--- config.mk ---
export PLATFORM = sky130hd
export DESIGN_NAME = mem_ram_sdp_sync_wrapper
export DESIGN_NICKNAME = d
export VERILOG_FILES = /design/src/mem_pkg.sv /design/src/mem_ram_sdp_sync.sv /design/src/mem_ram_sdp_sync_wrapper.sv
export VERILOG_INCLUDE_DIRS = /design/src
export SDC_FILE = /design/constraint.sdc
export NUM_CORES = 1
export LEC_CHECK = 0
export BUFFER_PORTS_ARGS = -buffer_cell sky130_fd_sc_hd__buf_4
export CORE_MARGIN = 3
export CORE_UTILIZATION = 38
export DETAILED_ROUTE_END_ITERATION = 8
export PLACE_DENSITY = 0.54
export REMOVE_ABC_BUFFERS = 1
export SYNTH_ARGS = -nofsm -noshare
export SYNTH_HDL_FRONTEND = slang
export SYNTH_SLANG_ARGS = --single-unit
--- constraint.sdc ---
create_clock -name clk -period 5.7 [get_ports clk]
set_clock_uncertainty 0.05 [all_clocks]
set_input_delay 0.855 -clock clk [delete_from_list [all_inputs] [get_ports clk]]
set_output_delay 0.855 -clock clk [all_outputs]
set_load 0.05 [all_outputs]
--- src/mem_params.svh ---
`ifndef MEM_PARAMS_SVH
`define MEM_PARAMS_SVH

// Address width, 64 words of storage
`define MEM_ADDR_WID 6

// Word width
`define MEM_DATA_WID 16

// Wrapper input sample to wrapper ack output, in cycles
`define MEM_PORT_LAT 3

`endif

--- src/mem_pkg.sv ---
`include "mem_params.svh"

package mem_pkg;

    // Write port inputs
    typedef struct packed {
        logic                     rst;
        logic                     en;
        logic                     req;
        logic [`MEM_ADDR_WID-1:0] addr;
        logic [`MEM_DATA_WID-1:0] data;
    } mem_wr_req_t;

    // Write port outputs
    typedef struct packed {
        logic rdy;
        logic ack;
    } mem_wr_rsp_t;

    // Read port inputs
    typedef struct packed {
        logic                     rst;
        logic                     en;
        logic                     req;
        logic [`MEM_ADDR_WID-1:0] addr;
    } mem_rd_req_t;

    // Read port outputs, data valid with ack
    typedef struct packed {
        logic                     rdy;
        logic                     ack;
        logic [`MEM_DATA_WID-1:0] data;
    } mem_rd_rsp_t;

    // Initialisation sequencer
    typedef enum logic [1:0] {
        INIT_RESET,
        INIT_CLEAR,
        INIT_DONE
    } init_state_e;

endpackage

--- src/mem_ram_sdp_sync.sv ---
`include "mem_params.svh"

module mem_ram_sdp_sync #(
    parameter bit reset_fsm = 1'b1
) (
    input  logic                 clk,
    input  logic                 srst,

    output logic                 init_done,

    input  mem_pkg::mem_wr_req_t wr_req,
    output mem_pkg::mem_wr_rsp_t wr_rsp,

    input  mem_pkg::mem_rd_req_t rd_req,
    output mem_pkg::mem_rd_rsp_t rd_rsp
);

    localparam int mem_depth = 1 << `MEM_ADDR_WID;

    // Top of the array, end of the clear walk
    localparam logic [`MEM_ADDR_WID-1:0] last_addr = '1;

    mem_pkg::init_state_e init_state;
    logic [`MEM_ADDR_WID-1:0] clr_addr;
    logic clr_active;

    logic wr_rdy;
    logic wr_acc;
    logic wr_ack_q;

    logic rd_rdy;
    logic rd_acc;
    logic rd_ack_q;
    logic [`MEM_DATA_WID-1:0] rd_data_q;

    // Array write side, shared by the sequencer and the write port
    logic arr_we;
    logic [`MEM_ADDR_WID-1:0] arr_waddr;
    logic [`MEM_DATA_WID-1:0] arr_wdata;

    logic [`MEM_DATA_WID-1:0] mem [mem_depth];

    // Initialisation sequencer
    always_ff @(posedge clk) begin
        if (srst) begin
            init_state <= mem_pkg::INIT_RESET;
            clr_addr   <= '0;
        end else begin
            case (init_state)
                mem_pkg::INIT_RESET: begin
                    clr_addr <= '0;
                    // Without the clear walk the contents stay undefined
                    if (reset_fsm) begin
                        init_state <= mem_pkg::INIT_CLEAR;
                    end else begin
                        init_state <= mem_pkg::INIT_DONE;
                    end
                end
                mem_pkg::INIT_CLEAR: begin
                    clr_addr <= clr_addr + 1'b1;
                    if (clr_addr == last_addr) begin
                        init_state <= mem_pkg::INIT_DONE;
                    end
                end
                mem_pkg::INIT_DONE: begin
                    init_state <= mem_pkg::INIT_DONE;
                end
                default: begin
                    init_state <= mem_pkg::INIT_RESET;
                end
            endcase
        end
    end

    assign clr_active = (init_state == mem_pkg::INIT_CLEAR);
    assign init_done  = (init_state == mem_pkg::INIT_DONE);

    // Port availability and accepted requests
    assign wr_rdy = init_done && !wr_req.rst;
    assign rd_rdy = init_done && !rd_req.rst;

    assign wr_acc = wr_req.req && wr_req.en && wr_rdy;
    assign rd_acc = rd_req.req && rd_req.en && rd_rdy;

    // Sequencer owns the write side while clearing
    always_comb begin
        if (clr_active) begin
            arr_we    = 1'b1;
            arr_waddr = clr_addr;
            arr_wdata = '0;
        end else begin
            arr_we    = wr_acc;
            arr_waddr = wr_req.addr;
            arr_wdata = wr_req.data;
        end
    end

    always_ff @(posedge clk) begin
        if (arr_we) begin
            mem[arr_waddr] <= arr_wdata;
        end
    end

    // Read-first, a same-cycle write to this address lands after the read
    always_ff @(posedge clk) begin
        if (rd_acc) begin
            rd_data_q <= mem[rd_req.addr];
        end
    end

    // One-cycle ack pulses, cleared by the port reset
    always_ff @(posedge clk) begin
        if (srst || wr_req.rst) begin
            wr_ack_q <= 1'b0;
        end else begin
            wr_ack_q <= wr_acc;
        end
    end

    always_ff @(posedge clk) begin
        if (srst || rd_req.rst) begin
            rd_ack_q <= 1'b0;
        end else begin
            rd_ack_q <= rd_acc;
        end
    end

    assign wr_rsp.rdy  = wr_rdy;
    assign wr_rsp.ack  = wr_ack_q;

    assign rd_rsp.rdy  = rd_rdy;
    assign rd_rsp.ack  = rd_ack_q;
    assign rd_rsp.data = rd_data_q;

endmodule

--- src/mem_ram_sdp_sync_wrapper.sv ---
`include "mem_params.svh"

module mem_ram_sdp_sync_wrapper #(
    parameter bit reset_fsm = 1'b1
) (
    input  logic                 clk,
    input  logic                 srst,

    output logic                 init_done,

    input  mem_pkg::mem_wr_req_t wr_in,
    output mem_pkg::mem_wr_rsp_t wr_out,

    input  mem_pkg::mem_rd_req_t rd_in,
    output mem_pkg::mem_rd_rsp_t rd_out
);

    mem_pkg::mem_wr_req_t wr_in_q;
    mem_pkg::mem_rd_req_t rd_in_q;

    mem_pkg::mem_wr_rsp_t wr_rsp;
    mem_pkg::mem_rd_rsp_t rd_rsp;

    logic ram_init_done;

    // Input stage, payload fields carry no reset
    always_ff @(posedge clk) begin
        wr_in_q.addr <= wr_in.addr;
        wr_in_q.data <= wr_in.data;
        if (srst) begin
            wr_in_q.rst <= 1'b0;
            wr_in_q.en  <= 1'b0;
            wr_in_q.req <= 1'b0;
        end else begin
            wr_in_q.rst <= wr_in.rst;
            wr_in_q.en  <= wr_in.en;
            wr_in_q.req <= wr_in.req;
        end
    end

    always_ff @(posedge clk) begin
        rd_in_q.addr <= rd_in.addr;
        if (srst) begin
            rd_in_q.rst <= 1'b0;
            rd_in_q.en  <= 1'b0;
            rd_in_q.req <= 1'b0;
        end else begin
            rd_in_q.rst <= rd_in.rst;
            rd_in_q.en  <= rd_in.en;
            rd_in_q.req <= rd_in.req;
        end
    end

    mem_ram_sdp_sync #(
        .reset_fsm ( reset_fsm )
    ) i_mem_ram_sdp_sync (
        .clk       ( clk ),
        .srst      ( srst ),
        .init_done ( ram_init_done ),
        .wr_req    ( wr_in_q ),
        .wr_rsp    ( wr_rsp ),
        .rd_req    ( rd_in_q ),
        .rd_rsp    ( rd_rsp )
    );

    // Output stage
    always_ff @(posedge clk) begin
        if (srst) begin
            init_done  <= 1'b0;
            wr_out.rdy <= 1'b0;
            wr_out.ack <= 1'b0;
        end else begin
            init_done  <= ram_init_done;
            wr_out.rdy <= wr_rsp.rdy;
            wr_out.ack <= wr_rsp.ack;
        end
    end

    // Read data follows its ack through the same stage
    always_ff @(posedge clk) begin
        rd_out.data <= rd_rsp.data;
        if (srst) begin
            rd_out.rdy <= 1'b0;
            rd_out.ack <= 1'b0;
        end else begin
            rd_out.rdy <= rd_rsp.rdy;
            rd_out.ack <= rd_rsp.ack;
        end
    end

endmodule

== Yosys cells after proc, flatten, opt, wreduce, memory -nomap -nowiden ==
Memories as Yosys holds them, arrays and structs flattened. A register that Yosys moved wholly into a read port is not among the register bits.
Index checks and enable logic that the tools add are counted.

* Eq/ne operators: 4
* Mux-type cells: 8
* Reductions and logical operators: 12
* Add/sub/neg operators: 1

{| class="wikitable"
|+ Operator list
! kind !! number
|-
| 16-bit 2-to-1 mux || 1
|-
| 6-bit case mux with 2 select lines || 1
|-
| 6-bit by 1-bit adder with 6-bit output, second input constant || 1
|-
| 6-bit == test, second input constant || 1
|-
| 1-bit logical AND || 6
|-
| 6-bit 2-to-1 mux || 1
|-
| 2-bit case mux with 3 select lines || 1
|-
| 1-bit 2-to-1 mux || 3
|-
| 2-bit by 1-bit == test with 1-bit output, second input constant || 1
|-
| 2-bit == test, second input constant || 1
|-
| 1-bit logical NOT || 2
|-
| 2-bit logical NOT || 1
|-
| 1-bit logical OR || 2
|-
| 2-bit 2-to-1 mux || 1
|-
| 2-bit inequality test, second input constant || 1
|-
| 2-bit nonzero test || 1
|}

* Logic and storage cells: 45
* Bits in registers: 65
* Output and inout port bits: 21
* Memories kept: 1
* Memory bits (writable): 1024
* Input port bits: 36

{| class="wikitable"
|+ Memories
! memory !! words !! width !! rd ports !! clocked after Yosys merged registers in !! wr ports !! line !! RTL
|-
| i_mem_ram_sdp_sync.mem || 64 || 16 || 1 || 1 || 1 || mem_ram_sdp_sync.sv:41 || <nowiki>logic [`MEM_DATA_WID-1:0] mem [mem_depth];</nowiki>
|}

== Longest topological paths before layout ==
Gate-level depths: netlist of the first run.

* Depth in word-level cells: 6
* Gate-level depth with buffers: 9

== Modules after synthesis ==
A second synthesis of the first run with hierarchy kept.

* Cell total of the unflattened synthesis: 1994
* Area, all modules: 41720.0 sq um

{| class="wikitable"
|+ Modules (own cells, without submodules)
! module !! area each (sq um) !! cells an instance !! times used
|-
| mem_ram_sdp_sync || 40501.3 || 1927 || 1
|-
| mem_ram_sdp_sync_wrapper || 1218.7 || 67 || 1
|}

== Worst setup path before layout of the first run ==
No wires, ideal clock.

* Path type: reg-to-reg
* Start point: register i_mem_ram_sdp_sync.init_state[1]
* End point: memory i_mem_ram_sdp_sync.mem[0][10] in the netlist's numbering (data pin)
* Library setup time: 517 ps
* Buffers on the path: 4
* Stages on the path, launching flop included: 8
* Required time: 5133 ps
* Setup slack: 2252 ps
* Arrival: 2881 ps
* Period minus slack after synthesis: 3448 ps
* Cells stage by stage: dfxtp_1 -> inv_1 -> ha_1 -> clkbuf_1 -> buf_2 -> clkbuf_1 -> clkbuf_1 -> nor2b_1

* Cells in the longest elaborated chain, start to end: 2

{| class="wikitable"
|+ Ends and longest elaborated chain
! item !! line !! RTL
|-
| start, declared || mem_ram_sdp_sync.sv:23 || <nowiki>mem_pkg::init_state_e init_state;</nowiki>
|-
| start signal, assigned || mem_ram_sdp_sync.sv:46 || <nowiki>init_state <= mem_pkg::INIT_RESET;</nowiki>
|-
| start signal, assigned || mem_ram_sdp_sync.sv:54 || <nowiki>init_state <= mem_pkg::INIT_CLEAR;</nowiki>
|-
| start signal, assigned || mem_ram_sdp_sync.sv:56 || <nowiki>init_state <= mem_pkg::INIT_DONE;</nowiki>
|-
| 2-bit by 1-bit == test with 1-bit output || mem_ram_sdp_sync.sv:75 || <nowiki>assign clr_active = (init_state == mem_pkg::INIT_CLEAR);</nowiki>
|-
| 16-bit 2-to-1 mux || mem_ram_sdp_sync.sv:87 || <nowiki>if (clr_active) begin</nowiki>
|-
| via i_mem_ram_sdp_sync.arr_wdata[10] || mem_ram_sdp_sync.sv:39 || <nowiki>logic [`MEM_DATA_WID-1:0] arr_wdata;</nowiki>
|-
| end, declared || mem_ram_sdp_sync.sv:41 ||
|}

The timed path passes the listed nets, and every way through them passes these cells.

== Worst setup path in the final report of the first run ==
* Start point: register i_mem_ram_sdp_sync.init_state[1]
* End point: memory i_mem_ram_sdp_sync.mem[41][13] in the netlist's numbering (enable)

* Cells in the longest elaborated chain, start to end: 6

{| class="wikitable"
|+ Ends and longest elaborated chain
! item !! line !! RTL
|-
| 2-bit == test || mem_ram_sdp_sync.sv:76 || <nowiki>assign init_done = (init_state == mem_pkg::INIT_DONE);</nowiki>
|-
| 1-bit logical AND || mem_ram_sdp_sync.sv:79 || <nowiki>assign wr_rdy = init_done && !wr_req.rst;</nowiki>
|-
| 1-bit logical AND || mem_ram_sdp_sync.sv:82 || <nowiki>assign wr_acc = wr_req.req && wr_req.en && wr_rdy;</nowiki>
|-
| 1-bit 2-to-1 mux || mem_ram_sdp_sync.sv:87 ||
|-
| 1-bit 2-to-1 mux || mem_ram_sdp_sync.sv:99 || <nowiki>if (arr_we) begin</nowiki>
|-
| 1-bit 2-to-1 mux (not written as such) || mem_ram_sdp_sync.sv:100 || <nowiki>mem[arr_waddr] <= arr_wdata;</nowiki>
|}

Parallel ways exist; a longest one is shown, timed or not.

==> metrics, run 1 <==
Rows=around 120; Critical path origin=i_mem_ram_sdp_sync.init_state[1]$_SDFFE_PP0P_; Setup Buffers After CTS=0; clock latency on the worst-skew pair=680 ps; Worst Tran Pin Value=around 1100 ps; Post-DP Area=roughly 44,000 sq um; critical path type=flop to flop; synthesized flop and latch total=between 1,000 and 1,500; critical path buffer and inverter count=3; critical path, cell by cell=inv_1 > ha_2 > buf_4 > a41oi_1 > nor3b_1 > nand2_1 > nor2_1 > buf_4; P_int=~14 mW; die width=~340 um; share of the synthesized area in the top cell type=0.7472; Layout area overhead=14.86%; Psw=approximately 4.5 mW; # port buffers=56; Fill cells=around 9,200; Ports=57; setup violators final=0; Syn Area/Cell=approximately 21 sq um; initial antenna violation count=8; drt pass-1 iters=5; slowest stage delay, CP=about 700 ps; Max Fclk=roughly 280 MHz; top cells by area, synth=edfxtp_1 75%, mux4_2 13%, dfxtp_1 3.1%, mux2i_1 1.2%, nor2_1 0.83%; CTS Root Cell=clkbuf_16; Crit path arrival time=3890 ps; dpl ws=1840 ps; register share of total power=0.515; vias in the first global route=a little over 20,000; global placer's final weighted congestion=between 0.8 and 0.9; endpoints failing hold=0; Sw Share=0.2374; core area=roughly 110,000 sq um; DRT Wirelength=102.5 mm; slowest CP cell=nor2_1; Cells after Synth=roughly 2,000; crit-path leading delay family=simple AND/OR/NAND/NOR gates; post_cts resized=0; Starting DRT DRC Count=roughly 2,300; largest area contributor in the netlist=edfxtp_1; hold_sp=rd_in[3]; Clock Pin Slew Worst Setup and Hold Paths=about 70 ps; outcome=finished, final reports clean; power share of the clock group=0.387; RSZ-0062 raised after global routing=no; crit path time final=around 3600 ps; layout cells sized above 1=0.2781; Max IR drop VDD=~0.25 mV; pwr dens=a little under 400 nW/um^2; final setup TNS=0 ps; vias=about 20,000; leak pwr=about 15 nW; residual DRC count=0; Max-cap violations=0; Detailed Place HPWL=between 60 and 70 mm; Reg area=about 33,000 sq um; nets=between 2,000 and 2,500; GR Util All Layers=0.1820; startpoint class of the critical path=flop; Cell Area, Synth=approximately 42,000 sq um; WL/cell=between 20 and 30 um; Starting Density=0.3834; max-slew violations=0; Cell Count, Final, Fillers Out=roughly 3,600; Pwr Total=roughly 19 mW; first-pass GRT wire length=about 150 mm; hold_buf cts=0; placed cells=roughly 3,400; final setup margin=around 2100 ps; synth warn=0; die span in y=roughly 340 um; Gate power share=0.098; CP Data Required Time=~6000 ps; Clock Sinks=approximately 1,100; Slew Limit Headroom=0.2678; Seq/Total Area, Yosys=0.7784; Hold WC Path Type=input pin to flop; largest net degree at the start of global routing=roughly 80; CTS tree=yes; Clock Tree Buf Depth=3; Critical Path End Type=flop; multi-input logic area=8751 sq um; fin crit share=0.6259; Cell variety after synth=49; launching point of the worst reg2reg path=i_mem_ram_sdp_sync.init_state[1]$_SDFFE_PP0P_; CTS Buf Count=112; Congestion Overflow GR=0; Synth Flop Type=edfxtp_1; fin area=48,000 sq um; Via density=~5.5; Synth async-reset ratio=0; Routed Antenna Nets=0; Die ar.=114,000 sq um; H-tree Lvls=3; CP Max Fanout=35; count of flip-flops with a built-in enable after synthesis=roughly 1,000; cell mode on critical path=buf_4
## path summary, 6_finish.rpt
| kind | endpoint | slack, ps | cells past startpoint |
|---|---|---|---|
| worst max-delay path | i_mem_ram_sdp_sync.mem[41][13]$_DFFE_PP_ | 2130 | 8 |
| worst min-delay path | rd_in_q[3]$_DFF_P_ | 230 | 1 |
| worst max register to register | i_mem_ram_sdp_sync.mem[41][13]$_DFFE_PP_ | 2130 | 8 |
| worst min register to register | rd_out[17]$_SDFF_PP0_ | 370 | 1 |
## sequential cells by signal, indices dropped and copies added, names as in the netlist
| name | flops |
|---|---|
| i_mem_ram_sdp_sync.clr_addr | 6 |
| i_mem_ram_sdp_sync.init_state | 2 |
| i_mem_ram_sdp_sync.mem | 1024 |
| i_mem_ram_sdp_sync.rd_ack_q | 1 |
| i_mem_ram_sdp_sync.rd_data_q | 16 |
| i_mem_ram_sdp_sync.wr_ack_q | 1 |
| init_done | 1 |
| rd_in_q | 9 |
| rd_out | 18 |
| wr_in_q | 25 |
| wr_out | 2 |
## Yosys cell counts (4+ instances only)
master    instances
o22ai_1           9
nor2b_1          41
nand3_1          30
nand2_1          59
inv_1             8
clkbuf_1         36
and3_1            9
mux4_2          242
edfxtp_1       1040
nand4_1           5
buf_4            26
a211oi_1         21
ha_1              4
buf_6             9
dfxtp_1          65
a21oi_1          21
nor2_1           92
buf_2            23
mux2i_1          51
a311oi_1          5
a221oi_1         14
o21ai_0          23
nand2b_1         10
and4_1           11
buf_1             4
a22oi_1          41
mux2_2           22
## metrics by stage
stage                     hold WS, ps  utilization
final                           226.6       0.4404
after CTS                       181.7       0.4403
after global routing            191.3       0.4404
after floorplan                 273.3            -
after global placement          366.9       0.4068
after detailed placement        372.2       0.4068
## final cells by class
cell class	instances	share of cell area
Antenna cell	1	0.00005213
Inverter	8	0.0006255
Timing Repair Buffer	157	0.02612
Clock buffer	141	0.06255
Sequential cell	1105	0.6779
Multi-Input combinational cell	739	0.1823
Tap cell	1414	0.03685
Clock inverter	65	0.01358
## logic make-up (layout without fill, tap and decap cells)
logic type      after synthesis  in the layout  synth area share
flops                      1105           1105            0.7784
mux                         315            315            0.1485
simple gates                272            272           0.03173
compound gates              148            148           0.02467
buf+inv                     110            371           0.01548
fa+ha+maj                     4              4          0.001198
other cells                   0              1                 0
## metal layers
layer / global-route usage / vias to the layer above / wire [um]
met5: 0 / - / 13
met4: 0.04414 / 2 / 2252
met3: 0.03640 / 128 / 7896
met2: 0.2769 / 684 / 47150
met1: 0.2709 / 10710 / 45150
li1: - / 8451 / -
## power by group through the flow
stage / sequential [mW] / clock (mW) / combinational [mW]
5_1_grt: 9.71 / 7.80 / 2.00
6_report: 9.70 / 7.30 / 1.85
3_3_place_gp: 9.87 / 0 / 1.81
3_5_place_dp: 9.88 / 0 / 1.88
2_1_floorplan: 9.97 / 0 / 0.977
4_1_cts: 9.71 / 7.47 / 1.88
## cell usage in the layout, fill, tap and decap left out, types with 6 or more instances in the layout
cell type	netlist	layout
a211oi_1	21	21
a21oi_1	21	21
a221oi_1	14	14
a22oi_1	41	41
and3_1	9	9
and4_1	11	11
buf_12	1	6
buf_4	26	151
bufinv_16	0	13
clkbuf_1	36	21
clkbuf_16	0	113
clkbuf_8	0	7
clkinv_1	0	19
clkinv_2	0	25
dfxtp_1	65	61
edfxtp_1	1040	1040
inv_1	8	8
mux2_2	22	22
mux2i_1	51	51
mux4_2	242	242
nand2_1	59	59
nand2b_1	10	10
nand3_1	30	30
nor2_1	92	89
nor2b_1	41	23
nor2b_4	0	16
o21ai_0	23	23
o22ai_1	9	9
No activity file was read; power rests on OpenSTA's default activity.
==> run 2: changes to the inputs <==
--- a/config.mk
+++ b/config.mk
@@ -10,7 +10,7 @@
 export CORE_MARGIN = 3
 export CORE_UTILIZATION = 38
 export DETAILED_ROUTE_END_ITERATION = 8
-export PLACE_DENSITY = 0.54
+export PLACE_DENSITY = 0.56
 export REMOVE_ABC_BUFFERS = 1
 export SYNTH_ARGS = -nofsm -noshare
 export SYNTH_HDL_FRONTEND = slang
==> constraint.sdc (replaced) <==
create_clock -name clk -period 3 [get_ports clk]
set_clock_uncertainty 0.05 [all_clocks]
set_input_delay 0.45 -clock clk [delete_from_list [all_inputs] [get_ports clk]]
set_output_delay 0.45 -clock clk [all_outputs]
set_load 0.05 [all_outputs]
==> metrics, run 2 (synthesized netlist as in run 1, its figures left out) <==
first-pass GRT wire length=about 150 mm; P_int=about 27 mW; Layout area overhead=16.96%; CP Max Fanout=16; die width=~340 um; hold_buf cts=35; startpoint class of the critical path=flop; leak pwr=15.77 nW; power share of the clock group=0.374; Rows=121; Pwr Total=35.43 mW; CP Data Required Time=3460 ps; Starting Density=0.3834; hold_sp=i_mem_ram_sdp_sync.rd_data_q[9]$_DFFE_PP_; Core Util, Final=0.4485; vias in the first global route=slightly above 20,000; WHS Path Cells=0; drt pass-1 iters=6; post_cts resized=0; Hold WC Path Type=flop to flop; critical path, cell by cell=buf_12 > nor2_1 > a22oi_1 > nand3_1 > nand2_1 > nor3_1; endpoints failing hold=0; nets=2,262; Gate power share=0.107; reg-to-reg slack, setup=between 100 and 150 ps; # port buffers=56; RSZ-0062 raised after global routing=no; global placer's final weighted congestion=around 0.8; vias=slightly above 20,000; Die ar.=114,000 sq um; CTS Root Cell=clkbuf_16; outcome=finished, final reports clean; clock latency on the worst-skew pair=about 700 ps; GR Util All Layers=0.1825; setup violators final=0; H-tree Lvls=3; Critical Path End Type=flop; Detailed Place HPWL=about 62 mm; Crit path arrival time=roughly 3300 ps; DRT Wirelength=between 100 and 150 mm; max-slew violations=0; initial antenna violation count=5; most common cell after layout, fill and taps aside=edfxtp_1; critical path type=flop to flop; Max-cap violations=0; crit path time final=about 2900 ps; Min-Delay Endpoint=rd_out[9]$_DFF_P_; dpl ws=115.4 ps; layout cells sized above 1=0.2891; die span in y=337.6 um; Ports=57; Congestion Overflow GR=0; max reg flops=1,024; Clock Pin Slew Worst Setup and Hold Paths=60 ps; CTS tree=yes; Top Registers=i_mem_ram_sdp_sync.mem: 1024 flops, wr_in_q: 25 flops, rd_out: 18 flops; Setup Buffers After CTS=0; largest net degree at the start of global routing=65; slowest CP cell=nor2_1; final setup TNS=0 ps; fin crit share=0.9565; Max IR drop VDD=0.5375 mV; CTS Buf Count=between 100 and 150; WHS=approximately 340 ps; reg2reg path depth=6; Psw=8.525 mW; WL/cell=roughly 28 um; register share of total power=0.519; Worst Tran Pin Value=approximately 1300 ps; launching point of the worst reg2reg path=rd_in_q[1]$_DFF_P_; residual DRC count=0; Sw Share=0.2406; Via density=5.494; Fill cells=between 9,000 and 10,000; Starting DRT DRC Count=approximately 2,400; Slew Limit Headroom=0.1254; most frequent cells in the layout=1,040 x edfxtp_1, 242 x mux4_2, 199 x buf_4, 111 x clkbuf_16, 92 x nor2_1; Max Fclk=about 350 MHz; Biggest register=i_mem_ram_sdp_sync.mem; Clock Tree Buf Depth=3; Clock Sinks=between 1,000 and 1,500; final setup margin=130.6 ps; slowest stage delay, CP=approximately 990 ps; Reg-to-Reg End=i_mem_ram_sdp_sync.rd_data_q[15]$_DFFE_PP_; Routed Antenna Nets=0; core area=109,000 sq um; pwr dens=about 720 nW/um^2
## run 2: how the worst max path moves through the flow
stage | from | endpoint | slack, ps | cells past startpoint
after floorplan | rd_in_q[0]$_DFF_P_ | i_mem_ram_sdp_sync.rd_data_q[0]$_DFFE_PP_ | -6460 | 4
after global placement | rd_in_q[1]$_DFF_P_ | i_mem_ram_sdp_sync.rd_data_q[4]$_DFFE_PP_ | 100 | 7
after detailed placement | rd_in_q[1]$_DFF_P_ | i_mem_ram_sdp_sync.rd_data_q[4]$_DFFE_PP_ | 120 | 7
after CTS | rd_in_q[1]$_DFF_P_ | i_mem_ram_sdp_sync.rd_data_q[4]$_DFFE_PP_ | 120 | 7
after global routing | rd_in_q[1]$_DFF_P_ | i_mem_ram_sdp_sync.rd_data_q[15]$_DFFE_PP_ | 20 | 6
final | rd_in_q[1]$_DFF_P_ | i_mem_ram_sdp_sync.rd_data_q[15]$_DFFE_PP_ | 130 | 6
## run 2: routing by layer
layer / GRT usage / vias to the layer above / routed length, um
met1: 0.2638 / 11010 / 44840
met5: 0 / - / 0
met2: 0.2895 / 670 / 48980
li1: - / 8656 / -
met3: 0.02918 / 157 / 6402
met4: 0.04897 / 0 / 2749
## run 2: power by group through the flow
stage               Sequential (mW)  Clock [mW]  Combinational (mW)
global route                   18.4        14.2                4.08
CTS                            18.4        13.5                3.86
floorplan                      18.9           0                1.86
detailed placement             18.7           0                3.82
finish                         18.4        13.2                3.79
global placement               18.7           0                3.67
## run 2: critical path, delay by kind of cell (launching register included)
kind                   cells  cell delay, ps
and+or+nand+nor            4            1770
DFF                        1             370
AOI/OAI and AO/OA          1             330
buffers and inverters      1             160
## run 2: metrics by stage
| stage | cell area [sq um] | cells |
|---|---|---|
| after floorplan | 41180 | 1852 |
| after global placement | 45060 | 3489 |
| after detailed placement | 45060 | 3489 |
| after CTS | 48880 | 3728 |
| after global routing | 48880 | 3728 |
| final | 48880 | 3730 |
## run 2: final cells by class
class	instances	area (sq um)	area share
diodes	2	5.005	0.0001024
clock buffers	137	2915	0.05964
clock inverters	67	554.3	0.01134
inverters	8	30.03	0.0006143
multi-input cells	739	8741	0.1788
flip-flops and latches	1105	32540	0.6657
well taps	1414	1769	0.03619
repair buffers	258	2325	0.04756
==> run 3: changes to the inputs <==
--- a/config.mk
+++ b/config.mk
@@ -10,7 +10,7 @@
 export CORE_MARGIN = 3
 export CORE_UTILIZATION = 38
 export DETAILED_ROUTE_END_ITERATION = 8
-export PLACE_DENSITY = 0.56
+export PLACE_DENSITY = 0.65
 export REMOVE_ABC_BUFFERS = 1
 export SYNTH_ARGS = -nofsm -noshare
 export SYNTH_HDL_FRONTEND = slang
==> metrics, run 3 (synthesized netlist as in run 1, its figures left out) <==
WHS Path Cells=2; Critical path origin=i_mem_ram_sdp_sync.init_state[1]$_SDFFE_PP0P_; CP Data Required Time=3280 ps; Psw=8.341 mW; vias=a little over 20,000; layout cells sized above 1=0.2821; CTS Buf Count=105; Biggest register=i_mem_ram_sdp_sync.mem; Clock Sinks=about 1,100; power share of the clock group=0.364; # port buffers=56; H-tree Lvls=3; startpoint class of the critical path=flop; most common cell after layout, fill and taps aside=edfxtp_1; Rows=~120; pwr dens=715.3 nW/um^2; Critical Path End Type=flop; CTS Root Cell=clkbuf_16; Clock Pin Slew Worst Setup and Hold Paths=60 ps; Die ar.=114,000 sq um; Cell Count, Final, Fillers Out=approximately 3,700; reg2reg path depth=8; reg-to-reg slack, setup=around 190 ps; GR Util All Layers=0.1741; CP Max Fanout=25; P_int=roughly 26 mW; Starting Density=0.3834; RSZ-0062 raised after global routing=no; nets=roughly 2,200; Top Registers=i_mem_ram_sdp_sync.mem: 1024 flops, wr_in_q: 25 flops, rd_out: 18 flops; register share of total power=0.530; first-pass GRT wire length=144.8 mm; Slew Limit Headroom=0.4318; Congestion Overflow GR=0; crit path time final=around 2800 ps; Via density=between 5 and 6; Detailed Place HPWL=roughly 59 mm; CTS tree=yes; Worst Tran Pin Value=roughly 850 ps; endpoints failing hold=0; initial antenna violation count=3; setup violators final=0; Gate power share=0.106; Max Fclk=between 300 and 400 MHz; vias in the first global route=around 21,000; drt pass-1 iters=5; Reg area=32,540 sq um; outcome=finished, final reports clean; launching point of the worst reg2reg path=i_mem_ram_sdp_sync.init_state[1]$_SDFFE_PP0P_; Pwr Total=34.73 mW; hold_sp=srst; Sw Share=0.2402; leak pwr=~16 nW; Fill cells=just over 9,000; Starting DRT DRC Count=2,365; core area=109,000 sq um; die width=~340 um; Max-cap violations=0; max-slew violations=0; Ports=57; most frequent cells in the layout=1,040 x edfxtp_1, 242 x mux4_2, 183 x buf_4, 106 x clkbuf_16, 92 x nor2_1; multi-input logic area=8747 sq um; placed cells=between 3,000 and 4,000; Max IR drop VDD=between 0.5 and 0.6 mV; die span in y=337.6 um; Min-Delay Endpoint=rd_in_q[7]$_SDFF_PP0_; global placer's final weighted congestion=roughly 0.86; Reg-to-Reg End=i_mem_ram_sdp_sync.mem[23][6]$_DFFE_PP_; largest net degree at the start of global routing=65; clock latency on the worst-skew pair=660 ps; Crit path arrival time=between 3000 and 4000 ps; residual DRC count=0; DRT Wirelength=98.57 mm; WL/cell=~27 um; Hold WC Path Type=input pin to flop; Layout area overhead=16.16%; Clock Tree Buf Depth=3; Routed Antenna Nets=0; max reg flops=slightly above 1,000; fin crit share=0.9367; ant diodes=0; critical path type=flop to flop
## run 3: power groups by stage
stage | registers (mW) | logic (mW) | clock network (mW)
after floorplan | 18.9 | 1.86 | 0
after global placement | 18.7 | 3.48 | 0
after detailed placement | 18.7 | 3.65 | 0
after CTS | 18.4 | 3.69 | 12.9
after global routing | 18.4 | 3.93 | 13.5
final | 18.4 | 3.67 | 12.7
## run 3: worst max-delay path by stage
stage                                                 end  slack, ps  depth (start not counted)
3_5_place_dp   i_mem_ram_sdp_sync.rd_data_q[10]$_DFFE_PP_         -5                          6
2_1_floorplan   i_mem_ram_sdp_sync.rd_data_q[0]$_DFFE_PP_      -6460                          4
3_3_place_gp   i_mem_ram_sdp_sync.rd_data_q[10]$_DFFE_PP_          4                          6
6_report          i_mem_ram_sdp_sync.mem[23][6]$_DFFE_PP_        190                          8
5_1_grt           i_mem_ram_sdp_sync.mem[16][2]$_DFFE_PP_         40                          7
4_1_cts        i_mem_ram_sdp_sync.rd_data_q[10]$_DFFE_PP_          9                          6
## run 3: metrics by stage
step | hold WS [ps] | TNS [ps] | cell area [sq um] | setup WS (ps) | util
floorplan | 273.3 | -644880 | 41180 | -6464 | -
global placement | 280.4 | 0 | 44910 | 3.569 | 0.4120
detailed placement | 279.6 | -4.986 | 44910 | -4.986 | 0.4120
CTS | 20.73 | 0 | 48510 | 8.703 | 0.4450
global route | 48.38 | 0 | 48550 | 41.95 | 0.4454
finish | 54.43 | 0 | 48550 | 189.9 | 0.4454
## run 3: routing by layer
| metal | GRT usage | vias up | part of all wire |
|---|---|---|---|
| li1 | - | 8584 | - |
| met1 | 0.2500 | 10890 | 0.42 |
| met2 | 0.2750 | 909 | 0.48 |
| met3 | 0.03262 | 138 | 0.084 |
| met4 | 0.04600 | 0 | 0.022 |
| met5 | 0 | - | 0 |
## run 3: what timing repair did
action                                  in CTS  in global routing
endpoints found under the setup margin       0                  6
hold buffers                                34                  0
buffers inserted                             0                  1
hold endpoints to repair                    34                  0
resized for setup                            0                  2
## run 3: layout make-up
| type | instances | area share |
|---|---|---|
| clock buffer | 126 | 0.05618 |
| clock inverter | 64 | 0.01108 |
| tap | 1414 | 0.03644 |
| multi-input combinational | 739 | 0.1802 |
| timing repair buffer | 241 | 0.04518 |
| sequential | 1105 | 0.6703 |
| inverter | 8 | 0.0006185 |
## run 3: critical path, cell delays in order (launching register included)
cell and delay, ps:
dfxtp_1 320, inv_1 100, ha_2 470, buf_4 270, mux2i_1 110, nor2_1 230
nand2_1 350, nor2_1 230, buf_4 340
